==> src/pulse_pkg.sv <==
package pulse_pkg;

    // ------------------------------------------------------------
    // bus word
    // ------------------------------------------------------------
    typedef logic [31:0] wb_data_t;

    // 8-bit burst count, 0 runs as a single period
    typedef logic [7:0] burst_len_t;

    // ------------------------------------------------------------
    // enums
    // ------------------------------------------------------------
    typedef enum logic [1:0] {
        MODE_OFF        = 2'd0,
        MODE_SINGLE     = 2'd1,
        MODE_BURST      = 2'd2,
        MODE_CONTINUOUS = 2'd3
    } pulse_mode_t;

    // sequencer phases, code 3 unused
    typedef enum logic [1:0] {
        SEQ_IDLE = 2'd0,
        SEQ_HIGH = 2'd1,
        SEQ_LOW  = 2'd2
    } seq_state_t;

    // ------------------------------------------------------------
    // register map, low 8 address bits
    // ------------------------------------------------------------
    localparam logic [7:0] REG_PERIOD_ADDR = 8'h00;
    localparam logic [7:0] REG_WIDTH_ADDR  = 8'h01;
    localparam logic [7:0] REG_CTRL_ADDR   = 8'h02;
    localparam logic [7:0] REG_STATUS_ADDR = 8'h03;
    localparam logic [7:0] REG_COUNT_ADDR  = 8'h04;

    // control word fields
    localparam int CTRL_MODE_LSB  = 0;
    localparam int CTRL_MODE_MSB  = 1;
    localparam int CTRL_POL_BIT   = 2;
    localparam int CTRL_BURST_LSB = 8;
    localparam int CTRL_BURST_MSB = 15;

    // status word bits
    localparam int STAT_BUSY_BIT = 0;
    localparam int STAT_ERR_BIT  = 1;

endpackage

==> src/pulse_cfg_if.sv <==
`timescale 1ns/100ps

// configuration path from the register block to the sequencer and output stage
interface pulse_cfg_if #(
    parameter int CNT_WIDTH = 24
);

    // timing in clock cycles
    logic [CNT_WIDTH-1:0]    period;
    logic [CNT_WIDTH-1:0]    width;

    // control word fields
    pulse_pkg::pulse_mode_t  mode;
    logic                    polarity;
    pulse_pkg::burst_len_t   burst_len;

    // one cycle after a control write is stored;
    // restarts the sequencer from SEQ_IDLE or any running seq_state_t phase
    logic                    ctrl_write;

    modport regs (
        output period, width, mode, polarity, burst_len, ctrl_write
    );

    modport seq (
        input period, width, mode, burst_len, ctrl_write
    );

    // only the polarity is needed at the pin
    modport out (
        input polarity
    );

endinterface

==> src/gen_pulse_reg.sv <==
`timescale 1ns/100ps

module gen_pulse_reg #(
    parameter int ADDR_WIDTH = 16,
    parameter int CNT_WIDTH  = 24
) (
    input  logic                  clk,
    input  logic                  reset,

    // wishbone slave
    input  logic [ADDR_WIDTH-1:0] wbs_address,
    input  pulse_pkg::wb_data_t   wbs_writedata,
    output pulse_pkg::wb_data_t   wbs_readdata,
    input  logic                  wbs_strobe,
    input  logic                  wbs_cycle,
    input  logic                  wbs_write,
    output logic                  wbs_ack,

    // status from the datapath
    input  logic                  busy,
    input  logic                  cfg_error,
    input  logic [CNT_WIDTH-1:0]  pulse_count,

    pulse_cfg_if.regs             cfg
);

    localparam int DW = $bits(pulse_pkg::wb_data_t);

    // ------------------------------------------------------------
    // bus handshake
    // ------------------------------------------------------------
    logic trans;
    logic ack_q;
    logic write;
    logic read;

    assign trans   = wbs_strobe & wbs_cycle;
    // registered ack, dropped at once if the master gives up
    assign wbs_ack = ack_q & trans;
    // store on the first edge of the access only
    assign write   = trans & wbs_write & ~ack_q;
    assign read    = trans & ~wbs_write;

    always_ff @(posedge clk or posedge reset) begin
        if (reset) begin
            ack_q <= 1'b0;
        end else begin
            // one ack per access, even if strobe is held
            ack_q <= trans & ~ack_q;
        end
    end

    // ------------------------------------------------------------
    // address decode
    // ------------------------------------------------------------
    logic [7:0] addr;
    logic       period_sel, width_sel, ctrl_sel, status_sel, count_sel;

    assign addr       = wbs_address[7:0];
    assign period_sel = (addr == pulse_pkg::REG_PERIOD_ADDR);
    assign width_sel  = (addr == pulse_pkg::REG_WIDTH_ADDR);
    assign ctrl_sel   = (addr == pulse_pkg::REG_CTRL_ADDR);
    assign status_sel = (addr == pulse_pkg::REG_STATUS_ADDR);
    assign count_sel  = (addr == pulse_pkg::REG_COUNT_ADDR);

    // ------------------------------------------------------------
    // writable registers
    // ------------------------------------------------------------
    logic [CNT_WIDTH-1:0]   period_reg;
    logic [CNT_WIDTH-1:0]   width_reg;
    pulse_pkg::pulse_mode_t mode_reg;
    logic                   pol_reg;
    pulse_pkg::burst_len_t  burst_reg;
    logic                   ctrl_write_q;

    always_ff @(posedge clk or posedge reset) begin
        if (reset) begin
            period_reg   <= '0;
            width_reg    <= '0;
            mode_reg     <= pulse_pkg::MODE_OFF;
            pol_reg      <= 1'b0;
            burst_reg    <= '0;
            ctrl_write_q <= 1'b0;
        end else begin
            ctrl_write_q <= write & ctrl_sel;
            // timing registers keep the low CNT_WIDTH bits
            if (write & period_sel) begin
                period_reg <= wbs_writedata[CNT_WIDTH-1:0];
            end
            if (write & width_sel) begin
                width_reg <= wbs_writedata[CNT_WIDTH-1:0];
            end
            if (write & ctrl_sel) begin
                mode_reg  <= pulse_pkg::pulse_mode_t'(
                    wbs_writedata[pulse_pkg::CTRL_MODE_MSB:pulse_pkg::CTRL_MODE_LSB]);
                pol_reg   <= wbs_writedata[pulse_pkg::CTRL_POL_BIT];
                burst_reg <= wbs_writedata[pulse_pkg::CTRL_BURST_MSB:pulse_pkg::CTRL_BURST_LSB];
            end
        end
    end

    assign cfg.period     = period_reg;
    assign cfg.width      = width_reg;
    assign cfg.mode       = mode_reg;
    assign cfg.polarity   = pol_reg;
    assign cfg.burst_len  = burst_reg;
    assign cfg.ctrl_write = ctrl_write_q;

    // ------------------------------------------------------------
    // read path
    // ------------------------------------------------------------
    pulse_pkg::wb_data_t ctrl_word;
    pulse_pkg::wb_data_t status_word;

    // undefined control bits read back as zero
    always_comb begin
        ctrl_word = '0;
        ctrl_word[pulse_pkg::CTRL_MODE_MSB:pulse_pkg::CTRL_MODE_LSB]   = mode_reg;
        ctrl_word[pulse_pkg::CTRL_POL_BIT]                             = pol_reg;
        ctrl_word[pulse_pkg::CTRL_BURST_MSB:pulse_pkg::CTRL_BURST_LSB] = burst_reg;
    end

    always_comb begin
        status_word = '0;
        status_word[pulse_pkg::STAT_BUSY_BIT] = busy;
        status_word[pulse_pkg::STAT_ERR_BIT]  = cfg_error;
    end

    // each source masked by its own select
    pulse_pkg::wb_data_t period_rd, width_rd, ctrl_rd, status_rd, count_rd;

    assign period_rd = pulse_pkg::wb_data_t'(period_reg)  & {DW{period_sel & read}};
    assign width_rd  = pulse_pkg::wb_data_t'(width_reg)   & {DW{width_sel & read}};
    assign ctrl_rd   = ctrl_word                          & {DW{ctrl_sel & read}};
    assign status_rd = status_word                        & {DW{status_sel & read}};
    assign count_rd  = pulse_pkg::wb_data_t'(pulse_count) & {DW{count_sel & read}};

    // unmapped address falls through as zero
    assign wbs_readdata = period_rd | width_rd | ctrl_rd | status_rd | count_rd;

    // status never shows a running pulse train and a rejected setup together
    a_status_exclusive: assert property (
        @(posedge clk) disable iff (reset)
        !(busy && cfg_error)
    );

endmodule

==> src/pulse_gen_top.sv <==
`timescale 1ns/100ps

module pulse_gen_top #(
    parameter int ADDR_WIDTH = 16,
    // counter width, 8 to 32
    parameter int CNT_WIDTH  = 24
) (
    input  logic                  clk,
    input  logic                  reset,

    // wishbone slave
    input  logic [ADDR_WIDTH-1:0] wbs_address,
    input  pulse_pkg::wb_data_t   wbs_writedata,
    output pulse_pkg::wb_data_t   wbs_readdata,
    input  logic                  wbs_strobe,
    input  logic                  wbs_cycle,
    input  logic                  wbs_write,
    output logic                  wbs_ack,

    // generator outputs
    output logic                  pulse_out,
    output logic                  done
);

    // ------------------------------------------------------------
    // internal nets
    // ------------------------------------------------------------
    pulse_cfg_if #(.CNT_WIDTH(CNT_WIDTH)) cfg_if ();

    logic                 busy;
    logic                 cfg_error;
    logic                 cfg_write_ok;
    logic                 raw_level;
    logic                 pulse_start;
    logic                 run_end;
    logic [CNT_WIDTH-1:0] pulse_count;

    // decode
    gen_pulse_reg #(
        .ADDR_WIDTH (ADDR_WIDTH),
        .CNT_WIDTH  (CNT_WIDTH)
    ) gen_pulse_reg_inst (
        .clk           (clk),
        .reset         (reset),
        .wbs_address   (wbs_address),
        .wbs_writedata (wbs_writedata),
        .wbs_readdata  (wbs_readdata),
        .wbs_strobe    (wbs_strobe),
        .wbs_cycle     (wbs_cycle),
        .wbs_write     (wbs_write),
        .wbs_ack       (wbs_ack),
        .busy          (busy),
        .cfg_error     (cfg_error),
        .pulse_count   (pulse_count),
        .cfg           (cfg_if.regs)
    );

    // execute
    pulse_sequencer #(
        .CNT_WIDTH (CNT_WIDTH)
    ) pulse_sequencer_inst (
        .clk          (clk),
        .reset        (reset),
        .cfg          (cfg_if.seq),
        .raw_level    (raw_level),
        .pulse_start  (pulse_start),
        .run_end      (run_end),
        .busy         (busy),
        .cfg_error    (cfg_error),
        .cfg_write_ok (cfg_write_ok)
    );

    // result
    pulse_output #(
        .CNT_WIDTH (CNT_WIDTH)
    ) pulse_output_inst (
        .clk          (clk),
        .reset        (reset),
        .raw_level    (raw_level),
        .pulse_start  (pulse_start),
        .run_end      (run_end),
        .cfg_write_ok (cfg_write_ok),
        .cfg          (cfg_if.out),
        .pulse_out    (pulse_out),
        .done         (done),
        .pulse_count  (pulse_count)
    );

endmodule

==> src/pulse_output.sv <==
`timescale 1ns/100ps

module pulse_output #(
    parameter int CNT_WIDTH = 24
) (
    input  logic                 clk,
    input  logic                 reset,
    input  logic                 raw_level,
    input  logic                 pulse_start,
    input  logic                 run_end,
    input  logic                 cfg_write_ok,
    pulse_cfg_if.out             cfg,
    output logic                 pulse_out,
    output logic                 done,
    output logic [CNT_WIDTH-1:0] pulse_count
);

    // ------------------------------------------------------------
    // pin and completion flag
    // ------------------------------------------------------------
    always_ff @(posedge clk or posedge reset) begin
        if (reset) begin
            pulse_out <= 1'b0;
            done      <= 1'b0;
        end else begin
            // flop straight to the pin, no decode glitches
            pulse_out <= raw_level ^ cfg.polarity;
            done      <= run_end;
        end
    end

    // ------------------------------------------------------------
    // pulse counter
    // ------------------------------------------------------------
    logic count_full;

    assign count_full = &pulse_count;

    always_ff @(posedge clk or posedge reset) begin
        if (reset) begin
            pulse_count <= '0;
        end else if (cfg_write_ok) begin
            // new run, fresh count
            pulse_count <= '0;
        end else if (pulse_start && !count_full) begin
            // saturates at all ones
            pulse_count <= pulse_count + 1'b1;
        end
    end

    // run end is a single strobe upstream, so done never stretches
    a_done_single: assert property (
        @(posedge clk) disable iff (reset)
        done |=> !done
    );

endmodule

==> src/pulse_sequencer.sv <==
`timescale 1ns/100ps

module pulse_sequencer #(
    parameter int CNT_WIDTH = 24
) (
    input  logic       clk,
    input  logic       reset,
    pulse_cfg_if.seq   cfg,
    output logic       raw_level,
    output logic       pulse_start,
    output logic       run_end,
    output logic       busy,
    output logic       cfg_error,
    output logic       cfg_write_ok
);

    pulse_pkg::seq_state_t  state;
    pulse_pkg::pulse_mode_t mode_q;
    pulse_pkg::burst_len_t  rem;
    logic [CNT_WIDTH-1:0]   cnt;
    logic [CNT_WIDTH-1:0]   wid_q;
    logic [CNT_WIDTH-1:0]   low_q;
    logic                   cfg_valid;
    logic                   high_last;
    logic                   low_last;
    logic                   last_period;

    // ------------------------------------------------------------
    // configuration check and phase ends
    // ------------------------------------------------------------
    // width must be nonzero and leave at least one low cycle
    assign cfg_valid    = (cfg.width != '0) && (cfg.width < cfg.period);
    // accepted run, one cycle ahead of the first high cycle
    assign cfg_write_ok = cfg.ctrl_write && cfg_valid && (cfg.mode != pulse_pkg::MODE_OFF);

    assign high_last   = (cnt == wid_q - 1'b1);
    assign low_last    = (cnt == low_q - 1'b1);
    // continuous never ends on its own
    assign last_period = (mode_q != pulse_pkg::MODE_CONTINUOUS) && (rem == 8'd1);

    // timing captured at start, later register writes do not disturb a run
    always_ff @(posedge clk or posedge reset) begin
        if (reset) begin
            wid_q <= '0;
            low_q <= '0;
        end else if (cfg_write_ok) begin
            wid_q <= cfg.width;
            low_q <= cfg.period - cfg.width;
        end
    end

    // ------------------------------------------------------------
    // FSM and counters
    // ------------------------------------------------------------
    always_ff @(posedge clk or posedge reset) begin
        if (reset) begin
            state     <= pulse_pkg::SEQ_IDLE;
            mode_q    <= pulse_pkg::MODE_OFF;
            rem       <= '0;
            cnt       <= '0;
            busy      <= 1'b0;
            cfg_error <= 1'b0;
            run_end   <= 1'b0;
        end else begin
            run_end <= 1'b0;
            if (cfg.ctrl_write) begin
                // any control write restarts from the first cycle
                cnt <= '0;
                if (cfg.mode == pulse_pkg::MODE_OFF) begin
                    state <= pulse_pkg::SEQ_IDLE;
                    busy  <= 1'b0;
                end else if (!cfg_valid) begin
                    state     <= pulse_pkg::SEQ_IDLE;
                    busy      <= 1'b0;
                    cfg_error <= 1'b1;
                end else begin
                    state     <= pulse_pkg::SEQ_HIGH;
                    busy      <= 1'b1;
                    cfg_error <= 1'b0;
                    mode_q    <= cfg.mode;
                    // burst of 0 runs once
                    if (cfg.mode == pulse_pkg::MODE_BURST && cfg.burst_len != '0) begin
                        rem <= cfg.burst_len;
                    end else begin
                        rem <= 8'd1;
                    end
                end
            end else begin
                case (state)
                    pulse_pkg::SEQ_HIGH: begin
                        if (high_last) begin
                            state <= pulse_pkg::SEQ_LOW;
                            cnt   <= '0;
                        end else begin
                            cnt <= cnt + 1'b1;
                        end
                    end
                    pulse_pkg::SEQ_LOW: begin
                        if (low_last) begin
                            cnt <= '0;
                            if (last_period) begin
                                state   <= pulse_pkg::SEQ_IDLE;
                                busy    <= 1'b0;
                                run_end <= 1'b1;
                            end else begin
                                state <= pulse_pkg::SEQ_HIGH;
                                // period count only matters outside continuous
                                if (mode_q != pulse_pkg::MODE_CONTINUOUS) begin
                                    rem <= rem - 1'b1;
                                end
                            end
                        end else begin
                            cnt <= cnt + 1'b1;
                        end
                    end
                    pulse_pkg::SEQ_IDLE: begin
                        cnt <= '0;
                    end
                    default: begin
                        // unused code, recover to idle
                        state <= pulse_pkg::SEQ_IDLE;
                        busy  <= 1'b0;
                        cnt   <= '0;
                    end
                endcase
            end
        end
    end

    assign raw_level   = (state == pulse_pkg::SEQ_HIGH);
    assign pulse_start = raw_level && (cnt == '0);

    // ------------------------------------------------------------
    // checks
    // ------------------------------------------------------------
    // pin only active during a run
    a_level_busy: assert property (
        @(posedge clk) disable iff (reset)
        raw_level |-> busy
    );

    a_idle_not_busy: assert property (
        @(posedge clk) disable iff (reset)
        (state == pulse_pkg::SEQ_IDLE) |-> !busy
    );

    // entered from another phase, or restarted by an accepted write
    a_start_first: assert property (
        @(posedge clk) disable iff (reset)
        pulse_start |-> ($past(state) != pulse_pkg::SEQ_HIGH || $past(cfg_write_ok))
    );

endmodule
==> config.mk <==
export PLATFORM = sky130hd
export DESIGN_NAME = pulse_gen_top
export DESIGN_NICKNAME = d
export VERILOG_FILES = /design/src/pulse_pkg.sv /design/src/pulse_cfg_if.sv /design/src/gen_pulse_reg.sv /design/src/pulse_gen_top.sv /design/src/pulse_output.sv /design/src/pulse_sequencer.sv
export SDC_FILE = /design/constraint.sdc
export NUM_CORES = 1
export LEC_CHECK = 0
export ABC_CLOCK_PERIOD_IN_PS = 15500
export BUFFER_PORTS_ARGS = -buffer_cell sky130_fd_sc_hd__buf_4
export CAP_MARGIN = 25
export CORE_MARGIN = 2
export CORE_UTILIZATION = 66
export CTS_CLUSTER_DIAMETER = 150
export CTS_CLUSTER_SIZE = 12
export DETAILED_ROUTE_END_ITERATION = 7
export PLACE_DENSITY = 0.94
export SYNTH_ARGS = -nofsm -noshare
export SYNTH_HDL_FRONTEND = slang
export SYNTH_SLANG_ARGS = --single-unit
==> constraint.sdc <==
create_clock -name clk -period 15.5 [get_ports clk]
set_input_delay 1.55 -clock clk [delete_from_list [all_inputs] [get_ports clk]]
set_output_delay 1.55 -clock clk [all_outputs]
set_load 0.01 [all_outputs]
==> run metrics <==
Tcrit/Tclk final=35.30%; TritonCTS Buffers=17; most common cell in the synthesized netlist=dfrtp_1; htree depth=4; flop-to-flop setup slack=11.37 ns; clk sinks=174; largest cells by area after synthesis=dfrtp_1 39%, mux2_2 7.0%, xnor2_1 5.0%; unrepaired setup endpoints after global routing=false; non-filler cells, final=1,468; Critical Path Start Type=input pin; worst path required time=13.95 ns; Yosys top cell by area=dfrtp_1; worst-path fanout max=24; GRT Util Overall=36.97%; final hold vios=0; Commonest cells post-synth=174 x dfrtp_1, 142 x nand2_1, 100 x nor2_1, 69 x mux2_2, 66 x inv_1; Leak=5.996 nW; max-cap violations=0; setup bufs post-CTS=0; Fmax=0.1827 GHz; Worst Hold Class=reg -> reg; mux cell area share after synthesis=7.390%; Max Slew Vio Count=0; critical path data arrival time=3.92 ns; Avg Inst Size Synth=9.129 um^2; post-synthesis compound-gate area fraction=13.37%; Power Density=88.58 mW/mm^2; library cells used by synthesis=76; Worst R2R Start=pulse_sequencer_inst.wid_q[6]$_DFFE_PP0N_; synthesis-stage register bit count=174; start point of the critical path=wbs_address[3]; Placement Rows=47; Critical Path End Type=output port; DRT iter0 DRCs=1,370; Final min period=5.472 ns; Worst-Margin Slew=1.010 ns; routed wire length per instance=22.05 um; main combinational cell family by area after synthesis=simple AND/OR/NAND/NOR gates; Area Growth Syn to Fin=10.49%; VDD IR-drop max=0.00007907 V; CTS tree=done; Worst Slack Setup Final=10.03 ns; Post-DRT Antenna Nets=0; GRT Residual Overflow=0; Synth Area in Simple Gates=21.45%; DRC=11; clk_lat worst skew=0.45 ns; WL final=32,380 um; clk root buf=clkbuf_16; final setup violation count=0; first-pass GRT wire length=51,580 um; Antenna Cells=0; CTS Hold Bufs=0; violated checks=DRC; Clock transition at path regs=0.07 ns; post-synthesis cell count=1,211; Ys Warns=0; via count=10,030; vias in the first global route=9,809; Post-synth ARST share=100.0%; number of synthesized flops with an enable pin=0; ys flop type=dfrtp_1; sequential fraction of the synthesis area=39.38%; FF-to-FF End=pulse_sequencer_inst.state[0]$_DFFE_PP0P_; Rel. slew slack=32.70%; pre-CTS setup slack=10.14 ns; I/O Buffers=63; First-pass DRT Iterations=8; hold slack=0.3496 ns; post-synth top area share=39.38%; Setup CP Type=in -> out; gpl congestion=0.9830; outcome=complete, but fails checks; Placed Instances=1,436; XOR/XNOR Fraction of Synth Area=9.031%; Ports=88; Worst Setup EP=wbs_readdata[9]; Synth Area in Adders=4.142%; nets=1,324; die width=133.4 um; CTS Buffer Depth=2; largest net degree at the start of global routing=104; chip height=133.4 um; clock skew=0.009234 ns; cells resized by post-CTS repair=0; placed wire-length estimate=22,380 um; DR vias/cell=6.832; Sum Neg Setup Slack=0 ns; Mapped Area=0.01106 mm^2; path depth of the worst reg2reg path=9; layout cells sized above 1=15.71%; Die ar.=0.01780 mm^2; core footprint=0.01647 mm^2; initial core utilization=67.14%; initial antenna violation count=0
==> power by group <==
group	switching [W]	leakage (nW)	internal, W
clock	0.000199	0.306	0.000273
sequential	0.0000221	2.30	0.000469
combinational	0.0000746	3.39	0.0000448
==> worst max-delay path, cell delays in order <==
cell and delay (ns):
buf_4 0.11, nor3_1 0.27, nand2_1 0.13, nor3_1 0.35, and3_1 0.91, a222oi_1 0.27, nand2_1 0.19, buf_4 0.15
==> metal layers <==
metal	GRT usage (%)	share of wire (%)
met3	7.991	10
met5	0	0
met1	46.63	37
met4	19.62	5.3
met2	60.05	47
==> layout make-up <==
type / count / area (um^2)
clock inverter: 14 / 207.7
sequential: 174 / 4354
inverter: 66 / 252.7
clock buffer: 18 / 429.2
multi-input combinational: 908 / 6166
fill: 1086 / 4250
tap: 220 / 275.3
timing repair buffer: 68 / 530.5
==> worst min-delay path by stage <==
stage	from	end	cells past startpoint
2_1_floorplan	pulse_sequencer_inst.run_end$_DFF_PP0_	pulse_output_inst.done$_DFF_PP0_	0
3_3_place_gp	pulse_sequencer_inst.run_end$_DFF_PP0_	pulse_output_inst.done$_DFF_PP0_	0
3_5_place_dp	pulse_sequencer_inst.run_end$_DFF_PP0_	pulse_output_inst.done$_DFF_PP0_	0
4_1_cts	pulse_sequencer_inst.run_end$_DFF_PP0_	pulse_output_inst.done$_DFF_PP0_	0
5_1_grt	pulse_sequencer_inst.run_end$_DFF_PP0_	pulse_output_inst.done$_DFF_PP0_	0
6_report	pulse_sequencer_inst.run_end$_DFF_PP0_	pulse_output_inst.done$_DFF_PP0_	0
==> metrics by stage <==
step	utilization (%)	power, W	cell area (um^2)
3_5_place_dp	70.32	0.0006142	11580
3_3_place_gp	70.15	0.0006084	11550
4_1_cts	74.19	0.001075	12220
6_report	74.19	0.001082	12220
5_1_grt	74.19	0.001108	12220
2_1_floorplan	-	0.0005820	11080
==> kinds of logic (layout without fill, tap and decap cells) <==
| kind of cell | count (synthesis) | in the layout |
|---|---|---|
| adders and majority gates | 36 | 36 |
| xor gates and xnor gates | 114 | 114 |
| AOI/OAI and AO/OA | 213 | 213 |
| muxes | 73 | 73 |
| DFF | 174 | 174 |
| and+or+nand+nor | 464 | 464 |
| buffers and inverters | 136 | 166 |
| other | 1 | 8 |
==> cell usage in the layout, fill, tap and decap left out, types with 17 or more instances in the layout <==
master and n:
xnor2_1 63, a222oi_1 24, nand3_1 26, xor2_1 51, o21ai_0 52, and3_1 19, nand4_1 25, nor2_1 100
clkbuf_16 17, mux2_2 69, ha_1 35, nand2_1 142, dfrtp_1 174, or3_1 17, inv_1 65, a21oi_1 49
buf_4 67, nor4_1 28, nor3_1 27
No activity file was read; power rests on OpenSTA's default activity.
